### src/logic/timer_defs.svh
// Clock rate, register map and reset values for the machine timer, included by RTL and testbench
`ifndef TIMER_DEFS_SVH
`define TIMER_DEFS_SVH

// clock cycles per microsecond
`define TIMER_CLK_MHZ 4

// ------------------------------
// register byte offsets
// ------------------------------
`define TIMER_ADDR_CTRL        16'h0000
`define TIMER_ADDR_MTIME_LO    16'h0008
`define TIMER_ADDR_MTIME_HI    16'h000c
`define TIMER_ADDR_MTIMECMP_LO 16'h0010
`define TIMER_ADDR_MTIMECMP_HI 16'h0014

// compare value out of reach, so no interrupt after reset
`define TIMER_MTIMECMP_RESET 64'hffff_ffff_ffff_ffff

`endif

### src/logic/timer_pkg.sv
// Bus and time value types shared by the machine timer RTL and its testbench
package timer_pkg;

	// ------------------------------
	// APB side
	// ------------------------------

	// byte address seen by the timer slave
	typedef logic [15:0] apb_addr_t;

	// one APB data word
	typedef logic [31:0] apb_word_t;

	// ------------------------------
	// time base
	// ------------------------------

	// mtime and mtimecmp, in microseconds
	typedef logic [63:0] mtime_t;

endpackage

### src/logic/timer_regs_if.sv
// Register state between the APB register block and the mtime counter, one instance per timer
`timescale 1ns/1ps

interface timer_regs_if;
	import timer_pkg::*;

	// control and compare, owned by the register block
	logic      enable;
	mtime_t    mtimecmp;

	// software load of one mtime half, strobes last a single cycle
	apb_word_t mtime_wdata;
	logic      mtime_wr_lo;
	logic      mtime_wr_hi;

	// live counter value for readback
	mtime_t    mtime;

	modport regs (
		output enable, mtimecmp, mtime_wdata, mtime_wr_lo, mtime_wr_hi,
		input  mtime
	);

	modport counter (
		input  enable, mtimecmp, mtime_wdata, mtime_wr_lo, mtime_wr_hi,
		output mtime
	);

endinterface

### src/logic/apb_timer_regs.sv
// Zero-wait APB slave for the timer, holds control and mtimecmp and forwards mtime writes
`timescale 1ns/1ps
`include "timer_defs.svh"

module apb_timer_regs (
	input  logic                clk,
	input  logic                rst_n,

	input  logic                psel,
	input  logic                penable,
	input  logic                pwrite,
	input  timer_pkg::apb_addr_t paddr,
	input  timer_pkg::apb_word_t pwdata,
	output timer_pkg::apb_word_t prdata,
	output logic                pready,
	output logic                pslverr,

	timer_regs_if.regs          regs
);
	import timer_pkg::*;

	// ------------------------------
	// decode
	// ------------------------------

	logic access;
	logic wr_en;
	logic sel_ctrl;
	logic sel_mtime_lo;
	logic sel_mtime_hi;
	logic sel_cmp_lo;
	logic sel_cmp_hi;
	logic mapped;

	// access phase of a transfer, completes at this edge
	assign access = psel && penable;
	assign wr_en  = access && pwrite;

	// full address compare, so an unaligned paddr never hits a register
	assign sel_ctrl     = (paddr == `TIMER_ADDR_CTRL);
	assign sel_mtime_lo = (paddr == `TIMER_ADDR_MTIME_LO);
	assign sel_mtime_hi = (paddr == `TIMER_ADDR_MTIME_HI);
	assign sel_cmp_lo   = (paddr == `TIMER_ADDR_MTIMECMP_LO);
	assign sel_cmp_hi   = (paddr == `TIMER_ADDR_MTIMECMP_HI);

	assign mapped = sel_ctrl || sel_mtime_lo || sel_mtime_hi || sel_cmp_lo || sel_cmp_hi;

	// no wait states
	assign pready  = 1'b1;
	assign pslverr = access && !mapped;

	// ------------------------------
	// control and compare registers
	// ------------------------------

	logic   enable_q;
	mtime_t mtimecmp_q;

	always_ff @(posedge clk or negedge rst_n) begin
		if (!rst_n) begin
			enable_q   <= 1'b0;
			mtimecmp_q <= `TIMER_MTIMECMP_RESET;
		end else if (wr_en) begin
			if (sel_ctrl) begin
				enable_q <= pwdata[0];
			end
			if (sel_cmp_lo) begin
				mtimecmp_q[31:0] <= pwdata;
			end
			if (sel_cmp_hi) begin
				mtimecmp_q[63:32] <= pwdata;
			end
		end
	end

	assign regs.enable   = enable_q;
	assign regs.mtimecmp = mtimecmp_q;

	// mtime lives in the counter; hand over data plus a one-cycle strobe
	assign regs.mtime_wdata = pwdata;
	assign regs.mtime_wr_lo = wr_en && sel_mtime_lo;
	assign regs.mtime_wr_hi = wr_en && sel_mtime_hi;

	// ------------------------------
	// read mux
	// ------------------------------

	apb_word_t rdata;

	always_comb begin
		rdata = '0;
		if (sel_ctrl) begin
			rdata = {31'd0, enable_q};
		end
		if (sel_mtime_lo) begin
			rdata = regs.mtime[31:0];
		end
		if (sel_mtime_hi) begin
			rdata = regs.mtime[63:32];
		end
		if (sel_cmp_lo) begin
			rdata = mtimecmp_q[31:0];
		end
		if (sel_cmp_hi) begin
			rdata = mtimecmp_q[63:32];
		end
	end

	// bus idles at zero outside the access phase
	assign prdata = access ? rdata : '0;

endmodule

### src/logic/mtime_counter.sv
// 64-bit mtime counter with debug freeze, software load and registered compare interrupt
`timescale 1ns/1ps

module mtime_counter (
	input  logic          clk,
	input  logic          rst_n,
	input  logic          tick,
	input  logic          dbg_halt,
	timer_regs_if.counter cnt,
	output logic          timer_irq
);
	import timer_pkg::*;

	mtime_t mtime_q;
	mtime_t mtime_next;
	logic   count_en;

	// time stands still while the hart is halted by the debugger
	assign count_en = tick && cnt.enable && !dbg_halt;

	// ------------------------------
	// next value
	// ------------------------------

	always_comb begin
		mtime_next = mtime_q;
		if (cnt.mtime_wr_lo || cnt.mtime_wr_hi) begin
			// software write wins over the tick for the whole counter
			if (cnt.mtime_wr_lo) begin
				mtime_next[31:0] = cnt.mtime_wdata;
			end
			if (cnt.mtime_wr_hi) begin
				mtime_next[63:32] = cnt.mtime_wdata;
			end
		end else if (count_en) begin
			mtime_next = mtime_q + 64'd1;
		end
	end

	always_ff @(posedge clk or negedge rst_n) begin
		if (!rst_n) begin
			mtime_q <= '0;
		end else begin
			mtime_q <= mtime_next;
		end
	end

	assign cnt.mtime = mtime_q;

	// ------------------------------
	// compare
	// ------------------------------

	// one cycle behind the registered mtime and mtimecmp values
	always_ff @(posedge clk or negedge rst_n) begin
		if (!rst_n) begin
			timer_irq <= 1'b0;
		end else begin
			timer_irq <= (mtime_q >= cnt.mtimecmp);
		end
	end

endmodule

### src/logic/riscv_timer_top.sv
// Top level of the RISC-V machine timer, APB slave port plus timebase, debug halt and irq
`timescale 1ns/1ps
`include "timer_defs.svh"

module riscv_timer_top (
	input  logic                 clk,
	input  logic                 rst_n,

	// APB slave
	input  logic                 psel,
	input  logic                 penable,
	input  logic                 pwrite,
	input  timer_pkg::apb_addr_t paddr,
	input  timer_pkg::apb_word_t pwdata,
	output timer_pkg::apb_word_t prdata,
	output logic                 pready,
	output logic                 pslverr,

	// hart halted by the debugger
	input  logic                 dbg_halt,
	output logic                 timer_irq
);

	logic us_tick;

	timer_regs_if regs_if ();

	// ------------------------------
	// timebase
	// ------------------------------

	us_timebase #(
		.clk_mhz (`TIMER_CLK_MHZ)
	) u_timebase (
		.clk   (clk),
		.rst_n (rst_n),
		.tick  (us_tick)
	);

	// ------------------------------
	// register block
	// ------------------------------

	apb_timer_regs u_regs (
		.clk     (clk),
		.rst_n   (rst_n),
		.psel    (psel),
		.penable (penable),
		.pwrite  (pwrite),
		.paddr   (paddr),
		.pwdata  (pwdata),
		.prdata  (prdata),
		.pready  (pready),
		.pslverr (pslverr),
		.regs    (regs_if.regs)
	);

	// counter and compare
	mtime_counter u_counter (
		.clk       (clk),
		.rst_n     (rst_n),
		.tick      (us_tick),
		.dbg_halt  (dbg_halt),
		.cnt       (regs_if.counter),
		.timer_irq (timer_irq)
	);

endmodule

### src/logic/us_timebase.sv
// Microsecond prescaler, emits a one-cycle tick every clk_mhz system clocks
`timescale 1ns/1ps
`include "timer_defs.svh"

module us_timebase #(
	parameter int clk_mhz = `TIMER_CLK_MHZ
) (
	input  logic clk,
	input  logic rst_n,
	output logic tick
);

	// one bit minimum so clk_mhz of 1 still builds
	localparam int ctr_w = (clk_mhz > 1) ? $clog2(clk_mhz) : 1;
	localparam logic [ctr_w-1:0] reload = ctr_w'(clk_mhz - 1);

	logic [ctr_w-1:0] ctr;

	// starts at reload, so the first tick lands clk_mhz cycles out of reset
	always_ff @(posedge clk or negedge rst_n) begin
		if (!rst_n) begin
			ctr  <= reload;
			tick <= 1'b0;
		end else begin
			if (ctr == '0) begin
				ctr <= reload;
			end else begin
				ctr <= ctr - 1'b1;
			end
			// registered, high in the cycle after the zero count
			tick <= (ctr == '0);
		end
	end

endmodule

### config.mk
export PLATFORM = sky130hd
export DESIGN_NAME = riscv_timer_top
export DESIGN_NICKNAME = d
export VERILOG_FILES = /design/src/logic/timer_pkg.sv /design/src/logic/timer_regs_if.sv /design/src/logic/apb_timer_regs.sv /design/src/logic/mtime_counter.sv /design/src/logic/riscv_timer_top.sv /design/src/logic/us_timebase.sv
export VERILOG_INCLUDE_DIRS = /design/src /design/src/logic
export SDC_FILE = /design/constraint.sdc
export NUM_CORES = 1
export LEC_CHECK = 0
export BUFFER_PORTS_ARGS = -buffer_cell sky130_fd_sc_hd__buf_2
export CAP_MARGIN = 25
export CORE_UTILIZATION = 39
export DETAILED_ROUTE_END_ITERATION = 10
export HOLD_SLACK_MARGIN = 0.06
export PLACE_DENSITY = 0.6
export SLEW_MARGIN = 10
export SYNTH_ARGS = -nofsm -noshare
export SYNTH_HDL_FRONTEND = slang
export SYNTH_HIERARCHICAL = 1
export SYNTH_SLANG_ARGS = --single-unit
### constraint.sdc
create_clock -name clk -period 6.8 [get_ports clk]
set_input_delay 1.02 -clock clk [delete_from_list [all_inputs] [get_ports clk]]
set_output_delay 1.02 -clock clk [all_outputs]
set_load 0.1 [all_outputs]
==> results of run 1 <==
[sequential cells by signal (all words and copies together), names as in the netlist]
signal                flops
u_counter/timer_irq       1
u_timebase/ctr            2
u_timebase/tick           1
u_counter/cnt.mtime      64
u_regs/regs.mtimecmp     64
u_regs/regs.enable        1
[power breakdown]
part	switching [mW]	leakage, nW	internal [mW]
Combinational	0.0594	3.02	0.0258
Clock	0.371	0.292	0.557
Sequential	0.0000870	1.59	0.794
Total	0.430	4.89	1.38
[layer usage]
metal / vias up / GRT usage
met2: 281 / 0.364
met4: 2 / 0.0684
met1: 4101 / 0.315
li1: 3986 / -
met3: 40 / 0.0390
met5: - / 0
[layout make-up]
class	count	area (um2)	share of cell area
multi-input cells	778	5600	0.512
flip-flops and latches	133	3410	0.312
repair buffers	105	644	0.0590
clock buffers	19	453	0.0415
well taps	324	405	0.0371
inverters	75	282	0.0258
clock inverters	13	133	0.0121
[metrics by stage]
stage | util | std cells
2_1_floorplan | - | 1077
3_3_place_gp | 0.418 | 1410
3_5_place_dp | 0.422 | 1414
4_1_cts | 0.446 | 1446
5_1_grt | 0.447 | 1447
6_report | 0.447 | 1447
[how the worst max path moves through the flow]
| stage | end | slack, ps | start |
|---|---|---|---|
| finish | prdata[29] | 2670 | paddr[15] |
| detailed placement | u_counter/cnt.mtime[46] | 1920 | paddr[15] |
| global placement | prdata[16] | 1960 | paddr[15] |
| floorplan | prdata[0] | 2410 | paddr[2] |
| global route | u_counter/cnt.mtime[46] | 2430 | paddr[2] |
| CTS | prdata[16] | 1980 | paddr[15] |
[cell families (layout without fill, tap and decap cells)]
family / count (synthesis) / in the layout / share of synthesized area
buffers and inverters: 166 / 212 / 0.0814
adder cells (fa/ha/maj): 66 / 66 / 0.0844
AO/OA/AOI/OAI: 255 / 255 / 0.177
XOR/XNOR: 21 / 21 / 0.0188
multiplexers: 101 / 101 / 0.112
other: 1 / 1 / 0.000383
flip-flops: 133 / 133 / 0.348
AND/OR/NAND/NOR: 334 / 334 / 0.178
[cells in the mapped netlist (4+ instances only)]
master	count
xnor2_1	9
a21o_1	10
nand3_1	33
o211a_1	33
and3_1	8
buf_4	33
and2_1	7
o21ai_0	44
dfstp_2	66
a21oi_1	67
clkbuf_1	45
dfrtp_1	67
mux2i_1	32
xor2_1	12
buf_2	4
a41o_1	5
o32ai_1	4
and4_1	5
nor4_1	12
o22a_1	5
o22ai_1	40
nor3_1	21
a311oi_1	5
nor2_1	95
or3_1	6
or2_2	6
o2bb2a_1	4
nand4_1	31
mux2_2	5
o2bb2ai_1	4
buf_6	6
inv_1	74
ha_1	66
a31oi_1	7
nand2_1	82
mux2_1	64
==> impl_metrics.ini, run 1 <==
[cells_and_area]
final_nets = 1230
area.growth.synth_to_final_pct = 11.6
layout_common_cells = 92 x nor2_1, 86 x buf_2, 82 x nand2_1, 74 x inv_1
drive_gt1_frac = 0.207
final_common_cell = nor2_1
design_area_um2 = 10900
fillers = 2358
antenna_cells = 0

[timing]
tns_ps = 0
skew_ps = 14.9
finalSetupViolations = 0
tightest_slew_ps = 983
min_period_ps = 4130
post-route-period-util = 0.607
fin_ws_ps = 2670
slew_viol_final = 0
hold_slack_ps = 459
max_freq_mhz = 242
max_slew_margin = 0.345
rsz0062_at_grt = no
hold_violations = 0

[worst_setup_path]
cp_num_buf_inv = 4
reg2reg_slack_ps = 3820
rr_endpoint = u_counter/cnt.mtime[54]
crit_chain = buf_2 -> nor3_1 -> nand4_1 -> buf_6 -> buf_4 -> o22ai_1 -> o211a_1 -> buf_2
critPathMaxFanout = 17
cpPeakStageDelay_ps = 420
reg2reg_depth = 8
cp.depth = 8
r2r-start = u_counter/cnt.mtime[0]
cpMostUsedCell = buf_2
slowest_stage = buf_2
end_kind = output pin
critPathTopFamily = buffers and inverters
cp.arrival_ps = 3110
worstPathRequired_ps = 5780
critical_path_class = in -> out
startpoint_type = input port

[yosys]
yosysUniqueCellTypes = 68
syn_area_um2 = 9790
ys_warn_count = 6
syn_inst = 1077
syn_avg_cell_area_um2 = 9.09
synth_seq_area_share = 0.348
synthFlopType = dfrtp_1
synthArstFlopShare = 1.00
syn_nets = 1197
synth.top_cell.area_share = 0.177
synth_area_leaders = dfstp_2 18%, dfrtp_1 17%, ha_1 8.4%
yosysTopAreaCell = dfstp_2
synth_edf_count = 0
ys_ff_latch = 133

[clocking]
ctsResizeCount = 0
clockBufferDepth = 2
clk_latency_ps = 430
numClockSinks = 133
cts_setup_buffers = 0
cts_root_buffer = clkbuf_16
tritoncts = done
htree_levels = 4
ctsHoldBuffers = 0
cts-buffers-inserted = 17
clkTransAtPathRegs_ps = 60

[floorplan]
dieArea_um2 = 25700
die_h_um = 160
core_um2 = 24500
die_w_um = 160
initial_utilization = 0.400
io_pins = 89
rows = 57

[placed_design]
port_buffers = 87
place.gp.congestion = 0.917
post-place-ws_ps = 1920
dp_hpwl_mm = 21.0
dpl_cell_area_um2 = 10300

[drt]
vias = 8410
drt_iter0_drc = 691
postRouteAntennaNets = 0
wl_mm = 28.8
met2_length_mm = 13.2
wire_per_inst_um = 19.9
drt_first_pass_iters = 7
top_layer = met5
viasPerCell = 5.81
drc = 0
met3_length_mm = 1.59
wl_met1_mm = 13.4

[min_path]
worstHoldStart = u_timebase/ctr[0]
hp-class = reg -> reg
min_path_cells = 1
worst_hold_path.endpoint = u_timebase/ctr[0]

[global_routing]
track_usage = 0.228
antenna_found_initial = 1
first_global_vias = 8057
overflow = 0
grt_max_degree = 70
grt_pass1_wl_mm = 45.8

[pwr]
leakage_nw = 4.89
power_density_nw_per_um2 = 165
ir_drop_mv = 0.101
total_power_mw = 1.81

[job]
maxCapViolCount = 0

[outcome]
status = completed
No activity file was read; power rests on OpenSTA's default activity.
==> inputs of run 2 (changes only) <==
--- a/config.mk
+++ b/config.mk
@@ -11,7 +11,7 @@
 export CORE_UTILIZATION = 39
 export DETAILED_ROUTE_END_ITERATION = 10
 export HOLD_SLACK_MARGIN = 0.06
-export PLACE_DENSITY = 0.6
+export PLACE_DENSITY = 0.62
 export SLEW_MARGIN = 10
 export SYNTH_ARGS = -nofsm -noshare
 export SYNTH_HDL_FRONTEND = slang
==> constraint.sdc (replaced) <==
create_clock -name clk -period 3.6 [get_ports clk]
set_input_delay 0.54 -clock clk [delete_from_list [all_inputs] [get_ports clk]]
set_output_delay 0.54 -clock clk [all_outputs]
set_load 0.1 [all_outputs]
==> impl_metrics.ini, run 2 (synthesis results as in run 1) <==
[outcome]
status = completed

[placed_design]
port_buffers = 87
dp_cells = 1432
place.gp.congestion = 0.965
dpl_cell_area_um2 = 10400
dp_hpwl_mm = 20.7

[timing]
skew_ps = 7.45
tns_ps = 0
slew_viol_final = 0
max_freq_mhz = 345
post-route-period-util = 0.806
tightest_slew_ps = 871
max_slew_margin = 0.404
min_period_ps = 2900
rsz0062_at_grt = no
hold_violations = 0
finalSetupViolations = 0
hold_slack_ps = 207

[cells_and_area]
area.growth.synth_to_final_pct = 13.1
design_area_um2 = 11100
layout_common_cells = 92 x nor2_1, 85 x buf_2, 82 x nand2_1, 74 x inv_1
drive_gt1_frac = 0.216
stdcell_count = 1464
final_nets = 1247
final_common_cell = nor2_1
antenna_cells = 0

[pwr]
ir_drop_mv = 0.234
total_power_mw = 3.54
leakage_nw = 4.98
power_density_nw_per_um2 = 319

[clocking]
ctsResizeCount = 0
cts_setup_buffers = 0
numClockSinks = 133
cts-buffers-inserted = 17
clockBufferDepth = 2
tritoncts = done
clk_latency_ps = 430
clkTransAtPathRegs_ps = 60
htree_levels = 4
ctsHoldBuffers = 0
cts_root_buffer = clkbuf_16

[drt]
wl_mm = 28.9
drt_first_pass_iters = 5
drc = 0
vias = 8585
viasPerCell = 5.86
drt_iter0_drc = 630
wire_per_inst_um = 19.8
postRouteAntennaNets = 0

[floorplan]
dieArea_um2 = 25700
die_h_um = 160
core_um2 = 24500
io_pins = 89
initial_utilization = 0.400
rows = 57
die_w_um = 160

[worst_setup_path]
r2r-start = u_counter/cnt.mtime[0]
startpoint_type = flop
startpoint = u_counter/cnt.mtime[0]
end_kind = flop
cp.arrival_ps = 3210
critPathMaxFanout = 6
critical_path_class = reg -> reg
worstPathRequired_ps = 3910

[global_routing]
antenna_found_initial = 0
overflow = 0
grt_pass1_wl_mm = 46.0
track_usage = 0.229
first_global_vias = 8190
grt_max_degree = 88

[job]
maxCapViolCount = 0

[min_path]
hp-class = in -> async
## run 2: changes by cell type in the layout (fill, tap and decap cells not counted), moves of 2 or more
cell / change
buf_16: -3
buf_4: +20
clkbuf_1: +3
clkinv_2: -3
bufinv_16: +2
buf_6: -2
clkinv_4: -4
buf_12: +3
## run 2: path summary, 6_finish.rpt
check | to | slack, ps | depth (start not counted)
max | u_counter/timer_irq | 700 | 8
min | u_timebase/tick | 210 | 1
max reg2reg | u_counter/timer_irq | 700 | 8
min reg2reg | u_timebase/ctr[0] | 460 | 1
max in group asynchronous | u_regs/regs.mtimecmp[23] | 2580 | 2
min in group clk | u_regs/regs.mtimecmp[45] | 370 | 2
## run 2: layout make-up
cell class / count / area, um2
fill: 2395 / 13400
multi-input combinational: 778 / 5600
sequential: 133 / 3410
timing repair buffer: 122 / 744
clock buffer: 23 / 478
tap: 324 / 405
inverter: 75 / 282
clock inverter: 9 / 150
## run 2: critical path, stage by stage (launching register included)
cell       delay (ps)
dfrtp_1           470
inv_1              70
ha_1              260
nand2b_1          160
a2111oi_0         810
a2111oi_0         200
nor4_1            530
o31a_1            210
o31ai_1            80
## run 2: through the flow
step / setup WS [ps] / util
finish: 699 / 0.453
global route: 426 / 0.453
CTS: 728 / 0.453
detailed placement: 477 / 0.427
global placement: 521 / 0.427
floorplan: 175 / -
## run 2: routing by layer
metal / up-vias / share of wire / global-route usage
met2: 301 / 0.45 / 0.358
met5: - / 0 / 0
met3: 67 / 0.054 / 0.0346
li1: 4006 / - / -
met4: 0 / 0.029 / 0.0900
met1: 4211 / 0.46 / 0.317
## run 2: where the power goes
part	internal (mW)	switching, mW
combinational	0.0487	0.109
sequential	1.50	0.000168
clock	1.21	0.669
total	2.76	0.778
==> inputs of run 3 (changes only) <==
--- a/config.mk
+++ b/config.mk
@@ -6,6 +6,7 @@
 export SDC_FILE = /design/constraint.sdc
 export NUM_CORES = 1
 export LEC_CHECK = 0
+export ABC_AREA = 1
 export BUFFER_PORTS_ARGS = -buffer_cell sky130_fd_sc_hd__buf_2
 export CAP_MARGIN = 25
 export CORE_UTILIZATION = 39
==> constraint.sdc (replaced) <==
create_clock -name clk -period 2.65 [get_ports clk]
set_input_delay 0.3975 -clock clk [delete_from_list [all_inputs] [get_ports clk]]
set_output_delay 0.3975 -clock clk [all_outputs]
set_load 0.1 [all_outputs]
==> impl_metrics.ini, run 3 <==
[yosys]
ys_warn_count = 6
yosysTopAreaCell = nand2_1
ys_ff_latch = 133
synth.top_cell.area_share = 0.158
synthFlopType = dfrtp_1
synth_area_leaders = nand2_1 16%, dfstp_2 15%, dfrtp_1 15%
syn_nets = 1870
syn_inst = 1750
syn_avg_cell_area_um2 = 6.48
synth.most_common_cell = nand2_1
syn_area_um2 = 11300
synth_seq_area_share = 0.301
synth_edf_count = 0
yosysUniqueCellTypes = 48
synth_common_cells = 476 x nand2_1, 292 x nor2_1, 253 x inv_1
synthArstFlopShare = 1.00

[job]
maxCapViolCount = 0

[worst_setup_path]
cpMostUsedCell = nand2_1
startpoint_type = flop
cpPeakStageDelay_ps = 550
crit_chain = inv_1 -> ha_1 -> nand2_1 -> inv_1 -> nand3_1 -> nor3_1 -> buf_4 -> nand2_1 -> or2_2 -> nand2_1 -> nor2_1 -> nand2_1
critical_path_class = reg -> reg
cp.arrival_ps = 2790
worstPathRequired_ps = 3020
slowest_stage = dfstp_2
reg2reg_depth = 12
critPathMaxFanout = 3
end_kind = flop

[min_path]
hp-class = in -> reg
min_path_cells = 3

[cells_and_area]
design_area_um2 = 13300
stdcell_count = 2209
final_nets = 1931
final_common_cell = nand2_1
layout_common_cells = 476 x nand2_1, 259 x nor2_1, 253 x inv_1, 113 x o21ai_0, 92 x a21oi_1
drive_gt1_frac = 0.195
final_util = 0.464
area.growth.synth_to_final_pct = 17.2

[global_routing]
overflow = 0
grt_pass1_wl_mm = 59.5
track_usage = 0.269
grt_max_degree = 49
antenna_found_initial = 1
first_global_vias = 10675

[floorplan]
dieArea_um2 = 29700
initial_utilization = 0.396
core_um2 = 28600
die_h_um = 172
io_pins = 89
die_w_um = 172
rows = 62

[timing]
max_slew_margin = 0.614
skew_ps = 9.32
hold_violations = 0
tightest_slew_ps = 576
max_freq_mhz = 413
finalSetupViolations = 0
post-route-period-util = 0.913
rsz0062_at_grt = no
hold_slack_ps = 206
slew_viol_final = 0
min_period_ps = 2420

[pwr]
total_power_mw = 4.85
power_density_nw_per_um2 = 365
ir_drop_mv = 0.338
leakage_nw = 5.82

[clocking]
numClockSinks = 133
clockBufferDepth = 2
cts_setup_buffers = 0
cts-buffers-inserted = 17
clk_latency_ps = 430
cts_root_buffer = clkbuf_16
ctsResizeCount = 0
clkTransAtPathRegs_ps = 70
tritoncts = done
htree_levels = 4

[drt]
drt_iter0_drc = 939
vias = 11315
wl_mm = 38.6
postRouteAntennaNets = 0
drt_first_pass_iters = 5
drc = 0
wire_per_inst_um = 17.5
viasPerCell = 5.12

[outcome]
status = completed

[placed_design]
dp_hpwl_mm = 30.6
place.gp.congestion = 0.973
port_buffers = 87
dp_cells = 2175
dpl_cell_area_um2 = 12600
-- run 3: final timing paths --
kind	startpoint	to	slack [ps]
min in group asynchronous	rst_n	u_counter/cnt.mtime[63]	480
worst max-delay path	u_regs/regs.mtimecmp[63]	u_counter/timer_irq	230
max in group asynchronous	rst_n	u_regs/regs.mtimecmp[10]	1410
worst min register to register	u_timebase/ctr[0]	u_timebase/ctr[0]	470
worst min-delay path	pwdata[4]	u_regs/regs.mtimecmp[4]	210
worst max register to register	u_regs/regs.mtimecmp[63]	u_counter/timer_irq	230
-- run 3: metal layers --
| metal | global-route usage | part of all wire | vias up |
|---|---|---|---|
| li1 | - | - | 5601 |
| met1 | 0.362 | 0.45 | 5239 |
| met2 | 0.429 | 0.45 | 409 |
| met3 | 0.0469 | 0.066 | 66 |
| met4 | 0.0993 | 0.029 | 0 |
| met5 | 0 | 0 | - |
-- run 3: critical path: cells and delay by family, from the launching register on --
family | cells | cell delay, ps
flops | 1 | 550
fa+ha+maj | 1 | 300
buf+inv | 3 | 320
simple gates | 8 | 1210
-- run 3: layout make-up --
type	instances	area (um2)
tap	384	480
multi-input combinational	1270	6460
clock inverter	14	199
fill	2947	15300
clock buffer	18	439
sequential	133	3410
antenna	1	2.50
inverter	260	978
timing repair buffer	129	1320
-- run 3: cells by family after synthesis --
family | after synthesis | share of synthesized area
mux | 1 | 0.000883
compound gates | 319 | 0.160
other cells | 1 | 0.000331
xor+xnor | 8 | 0.00618
flops | 133 | 0.301
fa+ha+maj | 66 | 0.0729
buf+inv | 347 | 0.138
simple gates | 875 | 0.321
-- run 3: timing repair --
action | 4_1_cts | 5_1_grt
endpoints found under the hold margin | 36 | 0
hold buffers | 1 | 0
endpoints found under the setup margin | 0 | 0
-- run 3: stage by stage --
stage	TNS, ps	worst slack (ps)
after global routing	0	176
after floorplan	-23.2	-23.2
after global placement	0	280
after CTS	0	267
final	0	230
after detailed placement	0	218
-- run 3: where the power goes --
group | internal, mW | switching (mW) | leakage (nW) | total (mW)
sequential | 2.04 | 0.000636 | 1.54 | 2.04
combinational | 0.0557 | 0.139 | 3.97 | 0.195
clock | 1.61 | 1.01 | 0.305 | 2.62
